`src/logic/lcd_pkg.sv`:
```
// shared widths and types for the display path
// panel command codes and init data bytes
// serial word layout, bit 8 is the data/command level
package lcd_pkg;

    localparam int COORD_W     = 8;
    localparam int VMEM_ADDR_W = 2 * COORD_W;  // {row, col}
    localparam int PIX_W       = 3;            // r, g, b
    localparam int COLOR_W     = 16;           // rgb565

    typedef logic [PIX_W-1:0]       pix_t;
    typedef logic [VMEM_ADDR_W-1:0] vmem_addr_t;
    typedef logic [COLOR_W-1:0]     color_t;
    typedef logic [8:0]             lcd_word_t;  // {dc, byte}, dc=1 for data

    localparam logic [7:0] CMD_SWRESET = 8'h01;
    localparam logic [7:0] CMD_SLPOUT  = 8'h11;
    localparam logic [7:0] CMD_COLMOD  = 8'h3A;
    localparam logic [7:0] CMD_MADCTL  = 8'h36;
    localparam logic [7:0] CMD_INVON   = 8'h21;
    localparam logic [7:0] CMD_NORON   = 8'h13;
    localparam logic [7:0] CMD_DISPON  = 8'h29;
    localparam logic [7:0] CMD_CASET   = 8'h2A;
    localparam logic [7:0] CMD_RASET   = 8'h2B;
    localparam logic [7:0] CMD_RAMWR   = 8'h2C;

    localparam logic [7:0] COLMOD_RGB565  = 8'h55;  // 16 bit per pixel
    localparam logic [7:0] MADCTL_DEFAULT = 8'h00;

    localparam int INIT_LEN = 9;   // power-up words
    localparam int HDR_LEN  = 11;  // window set plus ramwr

endpackage

```
`src/logic/spi_byte_tx.sv`:
```
// serializer for one 9-bit panel word
// clock idles high, msb first, sda changes while scl is high
// dc level held for the whole byte
module spi_byte_tx (
    input  logic               w_clk,
    input  logic               rst_n_i,
    input  logic               en_i,
    input  lcd_pkg::lcd_word_t word_i,
    output logic               sda_o,
    output logic               scl_o,
    output logic               dc_o,
    output logic               busy_o
);

    typedef enum logic [2:0] {
        ST_IDLE,
        ST_LOAD,
        ST_CLK_LO,
        ST_CLK_HOLD,
        ST_CLK_HI
    } state_t;

    state_t     state_q;
    logic [3:0] bit_cnt_q;
    logic [7:0] shift_q;
    logic       sda_q;
    logic       scl_q;
    logic       dc_q;

    always_ff @(posedge w_clk or negedge rst_n_i) begin
        if (!rst_n_i) begin
            state_q   <= ST_IDLE;
            bit_cnt_q <= '0;
            sda_q     <= 1'b0;
            scl_q     <= 1'b1;
            dc_q      <= 1'b0;
        end else begin
            case (state_q)
                ST_IDLE: begin
                    if (en_i) begin
                        dc_q      <= word_i[8];
                        bit_cnt_q <= '0;
                        state_q   <= ST_LOAD;
                    end
                end
                ST_LOAD: begin
                    sda_q     <= shift_q[7];  // present next bit
                    bit_cnt_q <= bit_cnt_q + 4'd1;
                    state_q   <= ST_CLK_LO;
                end
                ST_CLK_LO: begin
                    scl_q   <= 1'b0;
                    state_q <= ST_CLK_HOLD;
                end
                ST_CLK_HOLD: state_q <= ST_CLK_HI;
                ST_CLK_HI: begin
                    scl_q   <= 1'b1;  // panel samples here
                    state_q <= (bit_cnt_q == 4'd8) ? ST_IDLE : ST_LOAD;
                end
                default: state_q <= ST_IDLE;
            endcase
        end
    end

    // byte shifter
    always_ff @(posedge w_clk) begin
        if (state_q == ST_IDLE && en_i) begin
            shift_q <= word_i[7:0];
        end else if (state_q == ST_LOAD) begin
            shift_q <= {shift_q[6:0], 1'b0};
        end
    end

    assign sda_o  = sda_q;
    assign scl_o  = scl_q;
    assign dc_o   = dc_q;
    assign busy_o = (state_q != ST_IDLE) || en_i;

endmodule

```
`config.mk`:
```
export PLATFORM = sky130hd
export DESIGN_NAME = spi_byte_tx
export DESIGN_NICKNAME = d
export VERILOG_FILES = /design/src/logic/lcd_pkg.sv /design/src/logic/spi_byte_tx.sv
export SDC_FILE = /design/constraint.sdc
export NUM_CORES = 1
export LEC_CHECK = 0
export BUFFER_PORTS_ARGS = -buffer_cell sky130_fd_sc_hd__buf_2
export CAP_MARGIN = 10
export CELL_PAD_IN_SITES_DETAIL_PLACEMENT = 2
export CELL_PAD_IN_SITES_GLOBAL_PLACEMENT = 2
export CORE_ASPECT_RATIO = 1.25
export CORE_MARGIN = 2
export CORE_UTILIZATION = 39
export DETAILED_ROUTE_END_ITERATION = 8
export GPL_TIMING_DRIVEN = 0
export PLACE_DENSITY = 0.77
export SETUP_SLACK_MARGIN = 0.05
export SYNTH_ARGS = -nofsm -noshare
export SYNTH_HDL_FRONTEND = slang
export SYNTH_SLANG_ARGS = --single-unit
```
`constraint.sdc`:
```
create_clock -name w_clk -period 3.7 [get_ports w_clk]
set_input_delay 0 -clock w_clk [delete_from_list [all_inputs] [get_ports w_clk]]
set_output_delay 0 -clock w_clk [all_outputs]
set_load 0.02 [all_outputs]
```
# After elaboration in Yosys (flattened, before gate mapping)
# Index checks and enable logic that the tools add are counted.
# W data, S select, Z words.
op_classes:
  n_addsub: 1
  n_eq_ne: 6
  mux: 8
  reduce_logical: 9
op_table:
  columns: ["operator", "n"]
  rows:
  - ["$mux W8", 2]
  - ["$pmux W3 S5", 1]
  - ["$pmux W4 S2", 1]
  - ["$eq A3 B2 Y1 const B", 2]
  - ["$reduce_bool A2 Y1", 3]
  - ["$add A4 B1 Y4 const B", 1]
  - ["$eq A4 B4 Y1 const B", 1]
  - ["$mux W4", 1]
  - ["$reduce_and A2 Y1", 2]
  - ["$eq A3 B1 Y1 const B", 1]
  - ["$eq A3 B3 Y1 const B", 1]
  - ["$logic_not A3 Y1", 1]
  - ["$mux W3", 1]
  - ["$reduce_bool A3 Y1", 1]
  - ["$ne A2 B2 Y1 const B", 1]
  - ["$pmux W1 S2", 1]
  - ["$logic_and A1 B1 Y1", 1]
  - ["$logic_or A1 B1 Y1", 1]
  - ["$mux W1", 1]
word_totals:
  ff_bits: 18
  wordCells: 30

# Logic depth before layout (Yosys ltp)
logic_depth:
  ltp_word: 3
  depth_mapped: 5
  ltp_nobuf: 4

# Worst setup path before layout
# No wires, ideal clock.
synth_path:
  path_kind: "reg-to-reg"
  startpoint: "register state_q[1]"
  endpoint: "register shift_q[1] (data pin)"
  setup_time_ns: 0.260
  arrival_time_ns: 1.210
  required_ns: 3.440
  path_slack_ns: 2.230
  path_stages_with_launch: 6
  path_buffers: 2
  synth_period_minus_slack_ns: 1.470
  cell_sequence: "dfrtp_1 > buf_6 > nor2_4 > and3_4 > buf_12 > mux2_4"
synth_via:
  elab_chain_len: 3
synth_lines:
  columns: ["item", "line", "source"]
  rows:
  - ["from (decl)", "spi_byte_tx.sv:23", "state_t state_q;"]
  - ["from (signal assigned)", "spi_byte_tx.sv:58", "state_q <= (bit_cnt_q == 4'd8) ? ST_IDLE : ST_LOAD;"]
  - ["$logic_not A3 Y1", "spi_byte_tx.sv:67", "if (state_q == ST_IDLE && en_i) begin"]
  - ["$logic_and A1 B1 Y1", "spi_byte_tx.sv:67", null]
  - ["$mux W8", "spi_byte_tx.sv:67", null]
  - ["to (signal assigned)", "spi_byte_tx.sv:68", "shift_q <= word_i[7:0];"]
  - ["to (signal assigned)", "spi_byte_tx.sv:70", "shift_q <= {shift_q[6:0], 1'b0};"]
  - ["to (decl)", "spi_byte_tx.sv:25", "logic [7:0] shift_q;"]
# Every way passes these cells.
# A chain may end at the register's enable or synchronous reset.

# Final worst setup path
layout_path:
  startpoint: "register state_q[1]"
  endpoint: "register shift_q[7] (data pin)"
# The elaborated chain is that of the path after synthesis.

==> flow_metrics.tcl <==
set metrics [dict create \
    status "finished, final reports clean" \
    synth_edf_count 8 \
    routed_via_density 4.81 \
    crit_fanout 9 \
    critPathLaunchType "flip-flop" \
    route.met3.wl_um 60 \
    route.detailed.drc 0 \
    wl_met1_um 906 \
    highest_layer "met4" \
    final_cell_area_sq_um 1120 \
    period_share_pct 43.0 \
    grt_pass1_wl_um 3950 \
    clk_latency_ns 0.32 \
    postCtsSetupBuffers 0 \
    fp-row-count 19 \
    synth_cell_types 27 \
    dpl_cell_area_sq_um 996 \
    wl_met2_um 1300 \
    place.gp.congestion 0.626 \
    max_stage_delay_ns 0.40 \
    cp_num_cells 5 \
    vias 601 \
    critPathTopFamily "flip-flops" \
    synth_xor_area_share_pct 1.99 \
    cts-root-buf "clkbuf_4" \
    final_util_pct 51.9 \
    ys.flop_type "dfrtp_1" \
    antenna_found_initial 0 \
    final_cell_mix "buf_2, dlygate4sd3_1, dfrtp_1" \
    io_buffers 15 \
    hold_violations 0 \
    syn-mean-instance-area_sq_um 13.6 \
    rsz0062_at_grt "false" \
    powerDensity_nw_per_um2 853 \
    fmax_mhz 629 \
    wl_um 2350 \
    min_path_type "primary input to async pin" \
    diodes 0 \
    grt_pass1_vias 734 \
    leakage_nw 0.493 \
    die_y_um 57.2 \
    worst-slew-pin-transition_ns 0.439 \
    initial_core_util_pct 40.8 \
    slowest_stage "dfrtp_1" \
    mostFrequentLayoutCell "buf_2" \
    yosys.area_share.simple_pct 8.65 \
    cts.sinks 18 \
    postRouteAntennaNets 0 \
    syn_nets 79 \
    grt_overflow_total 0 \
    fin_setup_tns_ns 0 \
    yosys.area_share.adder_pct 2.84 \
    synth_top_family_by_area "multiplexers" \
    cts_inserted_buffers 3 \
    cts_resized 0 \
    grt_max_degree 12 \
    synth_seq_cells 18 \
    synth.cell_area_sq_um 882 \
    clk_pin_slew_ns 0.11 \
    critPathArrivalTime_ns 1.67 \
    grt_usage_pct 22.2 \
    fin_nets 109 \
    criticalPathCategory "flip-flop to flip-flop" \
    fin_ws_ns 2.11 \
    post-place-ws_ns 2.13 \
    drtPass1Iterations 3 \
    die-area_sq_um 2660 \
    synth-compound-area-share_pct 6.95 \
    dp_hpwl_um 1350 \
    layoutNonFillerInstCount 125 \
    clockBufferDepth 2 \
    routedWlPerCell_um 18.8 \
    drtIter0Drc 4 \
    slew_headroom_pct 70.7 \
    cts_tree "done" \
    core_area_sq_um 2160 \
    peakVddDrop_uv 379 \
    yosys_warnings 0 \
    ios 16 \
    crit_chain "buf_6, nor2_4, and3_4, buf_12, mux2_4" \
    hold_slack_ns 0.0741 \
    min_period_ns 1.59 \
    end_kind "flip-flop" \
    slew_violations 0 \
    finClkSkew_ns 0.00265 \
    synthArstFlopShare_pct 55.6 \
    worstPathRequired_ns 3.78 \
    htreeDepth 1 \
    reg2regPathDepth 5 \
    max-cap-violations 0 \
    cp_num_buf_inv 2 \
    muxShareOfSynthArea_pct 16.0 \
    dp.cells 111 \
    seq_area_frac_synth_pct 55.7 \
    drive_above_1_share_pct 38.3 \
    fp.dieW_um 46.5 \
    p_total_mw 0.957 \
    synthCells 65 \
    finalSetupViolations 0 \
    syn_to_final_growth_pct 27.2 \
]
## layout make-up
class	count	area, sq um
Clock inverter	1	3.75
Timing Repair Buffer	25	175
Fill cell	210	1040
Sequential cell	18	492
Clock buffer	3	22.5
Inverter	6	22.5
Buffer	4	46.3
Tap cell	31	38.8
Multi-Input combinational cell	37	322
## worst paths after layout
path	from	endpoint	slack [ns]
max	state_q[1]	shift_q[7]	2.11
min	rst_n_i	dc_o	0.07
max reg2reg	state_q[1]	shift_q[7]	2.11
min reg2reg	shift_q[7]	sda_o	0.51
max in group asynchronous	rst_n_i	scl_o	3.37
min in group w_clk	en_i	state_q[0]	0.10
## registers in the layout, summed over array words and instances, names as in the netlist
name and count:
scl_o 1, state_q 3, sda_o 1, shift_q 8
dc_o 1, bit_cnt_q 4
## synth_stat cells (2+ instances only)
cell,number,area (sq um)
dfrtp_1,9,225
edfxtp_1,8,240
mux2_4,8,120
inv_1,6,22.5
o21ai_0,4,20.0
nand2_1,3,11.3
nor2_1,3,11.3
a21oi_1,2,10.0
buf_4,2,15.0
ha_1,2,25.0
nand3_1,2,10.0
## routing by layer
layer	GRT usage, %	vias to the layer above
met1	25.9	295
li1	-	285
met5	0	-
met4	11.4	0
met3	3.80	7
met2	37.3	14
## where the power goes
part	internal, mW	total (mW)	leakage (nW)	switching, mW
clock	0.0396	0.110	0.0154	0.0701
sequential	0.341	0.396	0.201	0.0552
combinational	0.217	0.451	0.277	0.234
total	0.598	0.957	0.493	0.359
## what timing repair did
action / CTS / global route
endpoints found under the hold margin: 19 / 0
hold buffers: 10 / 0
endpoints found under the setup margin: 0 / 0
## logic make-up after synthesis
group	after synthesis
compound gates	10
xor+xnor	2
fa+ha+maj	2
buf+inv	10
flops	18
mux	10
simple gates	13
## worst register-to-register path: cells and delay by family (launching register included)
family,cells,cell delay (ns)
flops,1,0.40
mux,1,0.31
buf+inv,2,0.28
simple gates,2,0.36
(Power assumes the default switching activity.)
