### src/logic/lcd_pkg.sv
// shared widths and types for the display path
// panel command codes and init data bytes
// serial word layout, bit 8 is the data/command level
package lcd_pkg;

    localparam int COORD_W     = 8;
    localparam int VMEM_ADDR_W = 2 * COORD_W;  // {row, col}
    localparam int PIX_W       = 3;            // r, g, b
    localparam int COLOR_W     = 16;           // rgb565

    typedef logic [PIX_W-1:0]       pix_t;
    typedef logic [VMEM_ADDR_W-1:0] vmem_addr_t;
    typedef logic [COLOR_W-1:0]     color_t;
    typedef logic [8:0]             lcd_word_t;  // {dc, byte}, dc=1 for data

    localparam logic [7:0] CMD_SWRESET = 8'h01;
    localparam logic [7:0] CMD_SLPOUT  = 8'h11;
    localparam logic [7:0] CMD_COLMOD  = 8'h3A;
    localparam logic [7:0] CMD_MADCTL  = 8'h36;
    localparam logic [7:0] CMD_INVON   = 8'h21;
    localparam logic [7:0] CMD_NORON   = 8'h13;
    localparam logic [7:0] CMD_DISPON  = 8'h29;
    localparam logic [7:0] CMD_CASET   = 8'h2A;
    localparam logic [7:0] CMD_RASET   = 8'h2B;
    localparam logic [7:0] CMD_RAMWR   = 8'h2C;

    localparam logic [7:0] COLMOD_RGB565  = 8'h55;  // 16 bit per pixel
    localparam logic [7:0] MADCTL_DEFAULT = 8'h00;

    localparam int INIT_LEN = 9;   // power-up words
    localparam int HDR_LEN  = 11;  // window set plus ramwr

endpackage

### src/logic/lcd_sequencer.sv
// panel power-up: reset pulse, start delay, paced init words
// endless frames: window header then rgb565 pixel bytes
// scan is column-fastest, rotation applied on the read address
module lcd_sequencer #(
    parameter int LCD_SIZE    = 240,
    parameter int LCD_ROTATE  = 0,
    parameter int RES_LOW_AT  = 100000,
    parameter int RES_HIGH_AT = 200000,
    parameter int START_AT    = 1000000,
    parameter int INIT_GAP    = 1000000
) (
    input  logic                w_clk,
    input  logic                rst_n_i,
    output logic                res_o,
    output logic                tx_en_o,
    output lcd_pkg::lcd_word_t  tx_word_o,
    input  logic                tx_busy_i,
    output lcd_pkg::vmem_addr_t pix_raddr_o,
    input  lcd_pkg::pix_t       pix_rdata_i
);

    localparam int CNT_W   = $clog2(START_AT + 2);
    localparam int GAP_W   = $clog2(INIT_GAP + 2);
    localparam int FRM_LEN = lcd_pkg::HDR_LEN + 2 * LCD_SIZE * LCD_SIZE;
    localparam int FRM_W   = $clog2(FRM_LEN + 1);

    localparam logic [lcd_pkg::COORD_W-1:0] LAST = lcd_pkg::COORD_W'(LCD_SIZE - 1);

    logic [CNT_W-1:0]            cyc_cnt_q;   // cycles since reset, saturates
    logic [GAP_W-1:0]            idle_cnt_q;  // idle cycles of the link
    logic                        res_q;
    logic                        tx_en_q;
    logic                        init_done_q;
    logic [3:0]                  init_idx_q;
    logic [FRM_W-1:0]            frm_idx_q;
    logic                        lo_byte_q;   // second byte of a pixel
    logic [lcd_pkg::COORD_W-1:0] row_q;
    logic [lcd_pkg::COORD_W-1:0] col_q;
    logic                        start_ok;
    logic                        gap_ok;
    logic                        in_pix;
    lcd_pkg::color_t             color;
    lcd_pkg::lcd_word_t          init_word;
    lcd_pkg::lcd_word_t          hdr_word;

    assign start_ok = (cyc_cnt_q == CNT_W'(START_AT));
    assign gap_ok   = (idle_cnt_q == GAP_W'(INIT_GAP));
    assign in_pix   = (frm_idx_q >= FRM_W'(lcd_pkg::HDR_LEN));

    always_ff @(posedge w_clk or negedge rst_n_i) begin
        if (!rst_n_i) begin
            cyc_cnt_q  <= '0;
            idle_cnt_q <= '0;
            res_q      <= 1'b1;
        end else begin
            if (!start_ok) cyc_cnt_q <= cyc_cnt_q + 1'b1;
            if (tx_busy_i) begin
                idle_cnt_q <= '0;
            end else if (!gap_ok) begin
                idle_cnt_q <= idle_cnt_q + 1'b1;
            end
            if (cyc_cnt_q == CNT_W'(RES_LOW_AT)) begin
                res_q <= 1'b0;
            end else if (cyc_cnt_q == CNT_W'(RES_HIGH_AT)) begin
                res_q <= 1'b1;
            end
        end
    end

    // word issue and stream position
    always_ff @(posedge w_clk or negedge rst_n_i) begin
        if (!rst_n_i) begin
            tx_en_q     <= 1'b0;
            init_done_q <= 1'b0;
            init_idx_q  <= '0;
            frm_idx_q   <= '0;
            lo_byte_q   <= 1'b0;
            row_q       <= '0;
            col_q       <= '0;
        end else begin
            if (!init_done_q) begin
                tx_en_q <= start_ok && gap_ok && !tx_busy_i;
            end else begin
                tx_en_q <= !tx_busy_i;  // back to back in frames
            end
            if (tx_en_q && !init_done_q) begin
                if (init_idx_q == 4'(lcd_pkg::INIT_LEN - 1)) begin
                    init_done_q <= 1'b1;
                end else begin
                    init_idx_q <= init_idx_q + 4'd1;
                end
            end
            if (tx_en_q && init_done_q) begin
                frm_idx_q <= (frm_idx_q == FRM_W'(FRM_LEN - 1)) ? '0 : frm_idx_q + 1'b1;
                if (in_pix) begin
                    lo_byte_q <= !lo_byte_q;
                    if (lo_byte_q) begin  // pixel done, step scan
                        col_q <= (col_q == LAST) ? '0 : col_q + 1'b1;
                        if (col_q == LAST) row_q <= (row_q == LAST) ? '0 : row_q + 1'b1;
                    end
                end
            end
        end
    end

    always_comb begin
        case (init_idx_q)
            4'd0:    init_word = {1'b0, lcd_pkg::CMD_SWRESET};
            4'd1:    init_word = {1'b0, lcd_pkg::CMD_SLPOUT};
            4'd2:    init_word = {1'b0, lcd_pkg::CMD_COLMOD};
            4'd3:    init_word = {1'b1, lcd_pkg::COLMOD_RGB565};
            4'd4:    init_word = {1'b0, lcd_pkg::CMD_MADCTL};
            4'd5:    init_word = {1'b1, lcd_pkg::MADCTL_DEFAULT};
            4'd6:    init_word = {1'b0, lcd_pkg::CMD_INVON};
            4'd7:    init_word = {1'b0, lcd_pkg::CMD_NORON};
            default: init_word = {1'b0, lcd_pkg::CMD_DISPON};
        endcase
    end

    always_comb begin
        case (frm_idx_q)
            FRM_W'(0):  hdr_word = {1'b0, lcd_pkg::CMD_CASET};
            FRM_W'(4):  hdr_word = {1'b1, LAST};  // column end
            FRM_W'(5):  hdr_word = {1'b0, lcd_pkg::CMD_RASET};
            FRM_W'(9):  hdr_word = {1'b1, LAST};  // row end
            FRM_W'(10): hdr_word = {1'b0, lcd_pkg::CMD_RAMWR};
            default:    hdr_word = {1'b1, 8'h00};  // window start bytes
        endcase
    end

    // 3 bit pixel to rgb565 by bit replication
    assign color = {{5{pix_rdata_i[2]}}, {6{pix_rdata_i[1]}}, {5{pix_rdata_i[0]}}};

    always_comb begin
        if (!init_done_q) begin
            tx_word_o = init_word;
        end else if (!in_pix) begin
            tx_word_o = hdr_word;
        end else begin
            tx_word_o = {1'b1, lo_byte_q ? color[7:0] : color[15:8]};
        end
    end

    always_comb begin
        case (LCD_ROTATE)
            1:       pix_raddr_o = {col_q, LAST - row_q};
            2:       pix_raddr_o = {LAST - row_q, LAST - col_q};
            3:       pix_raddr_o = {LAST - col_q, row_q};
            default: pix_raddr_o = {row_q, col_q};
        endcase
    end

    assign res_o   = res_q;
    assign tx_en_o = tx_en_q;

endmodule

### config.mk
export PLATFORM = sky130hd
export DESIGN_NAME = lcd_sequencer
export DESIGN_NICKNAME = d
export VERILOG_FILES = /design/src/logic/lcd_pkg.sv /design/src/logic/lcd_sequencer.sv
export SDC_FILE = /design/constraint.sdc
export NUM_CORES = 1
export LEC_CHECK = 0
export ABC_AREA = 1
export BUFFER_PORTS_ARGS = -buffer_cell sky130_fd_sc_hd__buf_2
export CAP_MARGIN = 20
export CORE_UTILIZATION = 50
export DETAILED_ROUTE_END_ITERATION = 10
export PLACE_DENSITY = 0.68
export SLEW_MARGIN = 15
export SYNTH_ARGS = -nofsm -noshare
export SYNTH_HDL_FRONTEND = slang
export SYNTH_SLANG_ARGS = --single-unit
### constraint.sdc
create_clock -name w_clk -period 2 [get_ports w_clk]
set_clock_uncertainty 0.1 [all_clocks]
set_input_delay 0.4 -clock w_clk [delete_from_list [all_inputs] [get_ports w_clk]]
set_output_delay 0.4 -clock w_clk [all_outputs]
set_load 0.01 [all_outputs]
After elaboration in Yosys (flattened, before gate mapping)
Memories as Yosys holds them, arrays and structs flattened. Cells that the tools add are included. W data, S select, Z words.

Add/sub/neg operators: 6. Order comparisons: 1. Equal/unequal tests: 13. Muxes and demuxes: 13. Bitwise gates (word level): 1. Reductions and logical operators: 15.

Operator list (number): $add A20 B1 Y20 const B (2); $eq A20 B20 Y1 const B (2); $mux W20 (2); $pmux W9 S4 (1); $eq A17 B3 Y1 const B (2); $eq A17 B4 Y1 const B (2); $mux W9 (3); $mux W8 (3); $eq A20 B17 Y1 const B (1); $eq A20 B18 Y1 const B (1); $add A17 B1 Y17 const B (1); $eq A17 B17 Y1 const B (1); $ge A17 B4 Y1 const B (1); $logic_not A17 Y1 (1); $mux W17 (1); $add A8 B1 Y8 const B (2); $eq A8 B8 Y1 const B (2); $reduce_and A2 Y1 (3); $add A4 B1 Y4 const B (1); $eq A4 B4 Y1 const B (1); $logic_and A1 B1 Y1 (4); $reduce_and A4 Y1 (1); $logic_not A1 Y1 (3); $mux W1 (3); 5 further kinds (5).

Register bits: 81. Memory bits (read-only): 64. Input port bits: 6. Output and inout port bits: 27. Logic and storage cells: 60. Memories: 1.

Memory list: (name not given) (words 8, bits a word 8, rd ports 1, clocked after Yosys merged registers in 0, wr ports 0, line lcd_sequencer.sv:107) `case (init_idx_q)`.

Depth between registers and ports, before layout
Word-level depth: 5. Gate-level depth with buffers: 11. Depth with buffers taken out: 10.

Worst setup path before layout
No wires, ideal clock.

Path kind: register to output. From: reg frm_idx_q[1]. To: out tx_word_o[2]. Data arrival time: 1.393 ns. Required time: 1.500 ns. Slack: 0.107 ns. Stages on the path, launching flop included: 10. Buffers on the path: 0. Cell sequence: dfrtp_1 inv_1 ha_1 nand3_1 or2_2 nand3_1 nand2_1 nand2_1 nand2_1 o21ai_0.

Word-level cells in the longest chain between the ends: 5. Elaborated cells between the ends (all ways): 10. Classes of those cells: order compare: 1; eq/ne: 4; mux: 3; reduce/logical: 2.

Ends and longest elaborated chain: start, declared (line lcd_sequencer.sv:35) `logic [FRM_W-1:0] frm_idx_q;`; start signal, assigned (line lcd_sequencer.sv:94) `frm_idx_q <= (frm_idx_q == FRM_W'(FRM_LEN - 1)) ? '0 : frm_idx_q + 1'b1;`; branches (longest 3 deep; another with $ge A17 B4 Y1); $mux W9 (*) (line lcd_sequencer.sv:137) `end else if (!in_pix) begin`; $mux W9 (*) (line lcd_sequencer.sv:135) `if (!init_done_q) begin`; end, declared (line lcd_sequencer.sv:16) `output lcd_pkg::lcd_word_t tx_word_o,`.

Every way passes the cells marked *.

Final worst setup path
From: reg frm_idx_q[0]. To: out tx_word_o[2].

The elaborated chain is that of the path after synthesis.

==> results.ini <==
[status]
status = finished with violations
violations = setup timing

[die]
core_area_mm2 = 0.009864
ios = 33
start_util_pct = 51.93
die_area_mm2 = 0.01065
fp-row-count = 36
die_x_um = 103.2
die-height_um = 103.2

[worst_hold_path]
hold_class = primary input to flip-flop
min-delay-start = tx_busy_i
min_path_cells = 2
hold_end = idle_cnt_q[19]

[sta]
drv_slew = 0
timing.hold.ws_ns = 0.1829
fin_crit_ns = 2.399
slew_headroom_pct = 70.24
hold_viol = 0
rsz0062_at_grt = true
worst_slew_pin_slew_ns = 0.4463
layout_setup_ws_ns = -0.3990
fmax_ghz = 0.4168
fin_crit_sh_pct = 120.0
setup_viol = 9

[global_routing]
grt_overflow_total = 0
grt_pass1_wl_um = 18510
grt_pass1_vias = 4234
grt_max_degree = 41
antenna_found_initial = 0
grtUsageTotal_pct = 22.26

[clock_tree]
cts_root_buf = clkbuf_8
clock_sinks = 81
cts_tree = yes
cts.path.max_buffers = 2
clk_pin_slew_ns = 0.08
cts_buffers = 9
htree_levels = 3
clkLatencyLatePin_ns = 0.34

[final_layout]
nNetsFinal = 757
diodes = 0
syn2layout_area_growth_pct = 17.24
fillers = 883
drive_gt1_share_pct = 19.86

[place]
place_congestion = 0.9012
dp_hpwl_um = 7954
io_buffers = 32
pre_cts_ws_ns = -0.1257

[synth]
yosys_warnings = 0
ys_seq_area_share_pct = 39.59
async_flop_share_pct = 100.0
ys.flop_type = dfrtp_1
synthesis.nets = 696
avgSynthCellArea_um2 = 7.600
syn_inst = 674
synth.distinct_cells = 45
netlist_area_mm2 = 0.005122
yosys_register_bits = 81
synth_edf_count = 0

[routing]
vias = 4473
wl_per_cell_um = 12.94
drtAntennaViolNets = 0
firstDrtPassIters = 5
drtIter0Drc = 160
drc_errors = 0
viasPerCell = 5.124
wl_um = 11300

[power]
power_mw = 3.019
power.density_mw_per_mm2 = 502.7
p_leak_nw = 3.054
worst_ir_drop_vdd_v = 0.0003790

[critical_path]
worst_ep_arrival_time_ns = 1.90
r2r-start = frm_idx_q[1]
reg2reg_depth = 12
setup.worst_path.class = flip-flop to output pin
cp.required_ns = 1.50
crit_path_start_kind = flip-flop
path_max_fanout = 4
r2r_slack_ns = 0.11
regToRegEndpoint = frm_idx_q[14]
endpoint_kind = output pin

[flow_run]
cap_violations = 0

==> worst max path at each step <==
stage	start	endpoint	slack [ns]	cells past startpoint
4_1_cts	frm_idx_q[1]	tx_word_o[0]	-0.34	10
5_1_grt	frm_idx_q[0]	tx_word_o[2]	-0.50	11
6_report	frm_idx_q[0]	tx_word_o[2]	-0.40	10
3_3_place_gp	frm_idx_q[1]	tx_word_o[2]	-0.03	10
3_5_place_dp	frm_idx_q[1]	tx_word_o[2]	-0.13	10
2_1_floorplan	frm_idx_q[1]	tx_word_o[2]	0.11	9
==> stage by stage <==
step,setup TNS (ns),cell area [um2],utilization [%],cells
global route,-4.086,6006,60.88,873
floorplan,0,5122,-,674
CTS,-2.811,5917,59.98,870
global placement,-0.02990,5503,55.78,844
finish,-3.055,6006,60.88,873
detailed placement,-0.3674,5503,55.78,844
==> registers in the layout, summed over array words and instances (netlist names) <==
signal,flops
col_q,8
cyc_cnt_q,20
frm_idx_q,17
idle_cnt_q,20
init_done_q,1
init_idx_q,4
lo_byte_q,1
res_o,1
row_q,8
tx_en_o,1
==> worst max-delay path: stages, from the launching register on <==
cell,delay (ns)
dfrtp_2,0.47
buf_6,0.13
ha_4,0.14
nand3_4,0.09
or2_4,0.25
nand3_2,0.08
nand2_2,0.06
nand2_1,0.07
nand2_1,0.05
o21ai_1,0.07
buf_2,0.14
==> cell usage after synthesis (3+ instances only) <==
| library cell | count | share of area, % |
|---|---|---|
| nor2_1 | 77 | 5.6 |
| xor2_1 | 31 | 5.3 |
| nor4_1 | 5 | 0.61 |
| o21ai_2 | 10 | 1.7 |
| a31oi_1 | 3 | 0.37 |
| nand3b_1 | 4 | 0.59 |
| nand2_1 | 148 | 11 |
| nand2_2 | 8 | 0.98 |
| ha_1 | 16 | 3.9 |
| nor2_2 | 6 | 0.73 |
| nand3_1 | 62 | 6.1 |
| inv_1 | 96 | 7.0 |
| xnor2_1 | 6 | 1.0 |
| nor3_1 | 18 | 1.8 |
| nor2_4 | 7 | 1.5 |
| a21oi_1 | 16 | 1.6 |
| buf_2 | 3 | 0.29 |
| dfrtp_1 | 80 | 39 |
| nand3_2 | 5 | 0.98 |
| o21ai_0 | 25 | 2.4 |
| nand4_1 | 15 | 1.8 |
==> repair_timing <==
item                                   CTS  global route
endpoints found under the hold margin   29             0
pin swaps                               13             4
hold buffers                             1             0
buffers inserted                         9             3
gates resized for setup                 31            18
setup endpoints to repair                9            13
==> cells in the final DEF, fill, tap and decap left out, types with 6 or more instances in the layout <==
| cell | Yosys | routed |
|---|---|---|
| nand2_1 | 148 | 144 |
| inv_1 | 96 | 91 |
| nor2_1 | 77 | 76 |
| dfrtp_1 | 80 | 76 |
| nand3_1 | 62 | 58 |
| xor2_1 | 31 | 31 |
| buf_2 | 3 | 30 |
| o21ai_0 | 25 | 23 |
| buf_4 | 1 | 23 |
| nor3_1 | 18 | 18 |
| nand4_1 | 15 | 15 |
| a21oi_1 | 16 | 15 |
| ha_1 | 16 | 12 |
| o21ai_2 | 10 | 11 |
| nand2_2 | 8 | 9 |
| nor2_4 | 7 | 9 |
| clkbuf_8 | 0 | 9 |
| xnor2_1 | 6 | 6 |
==> where the power goes <==
part / switching [mW] / leakage (nW) / internal [mW] / total, mW
Clock: 0.595 / 0.106 / 0.698 / 1.29
Sequential: 0.00427 / 1.10 / 1.64 / 1.65
Combinational: 0.0581 / 1.84 / 0.0232 / 0.0813
==> routing by layer <==
layer | part of all wire (%) | routed length [um] | global-route usage (%) | up-vias
met5 | 0 | 0 | 0 | -
li1 | - | - | - | 2280
met1 | 46 | 5160 | 29.12 | 2091
met4 | 1.2 | 133 | 6.392 | 0
met3 | 2.9 | 333 | 3.898 | 16
met2 | 50 | 5669 | 38.05 | 86
==> kinds of logic after synthesis <==
kind of cell	after synthesis	synth area share, %
XOR/XNOR	37	6.326
AND/OR/NAND/NOR	365	33.76
buffers and inverters	110	8.818
adder cells (fa/ha/maj)	16	3.908
flip-flops	81	39.59
AO/OA/AOI/OAI	65	7.596
==> area by class of cell <==
class                   count  area (um2)  area share [%]
repair buffers             59       397.9           6.625
clock inverters             6       82.58           1.375
well taps                 133       166.4           2.771
clock buffers              10       127.6           2.125
multi-input cells         483        2806           46.73
flip-flops and latches     81        2033           33.85
inverters                 101       391.6           6.521
Note: power is estimated with default switching activity, not from simulation.
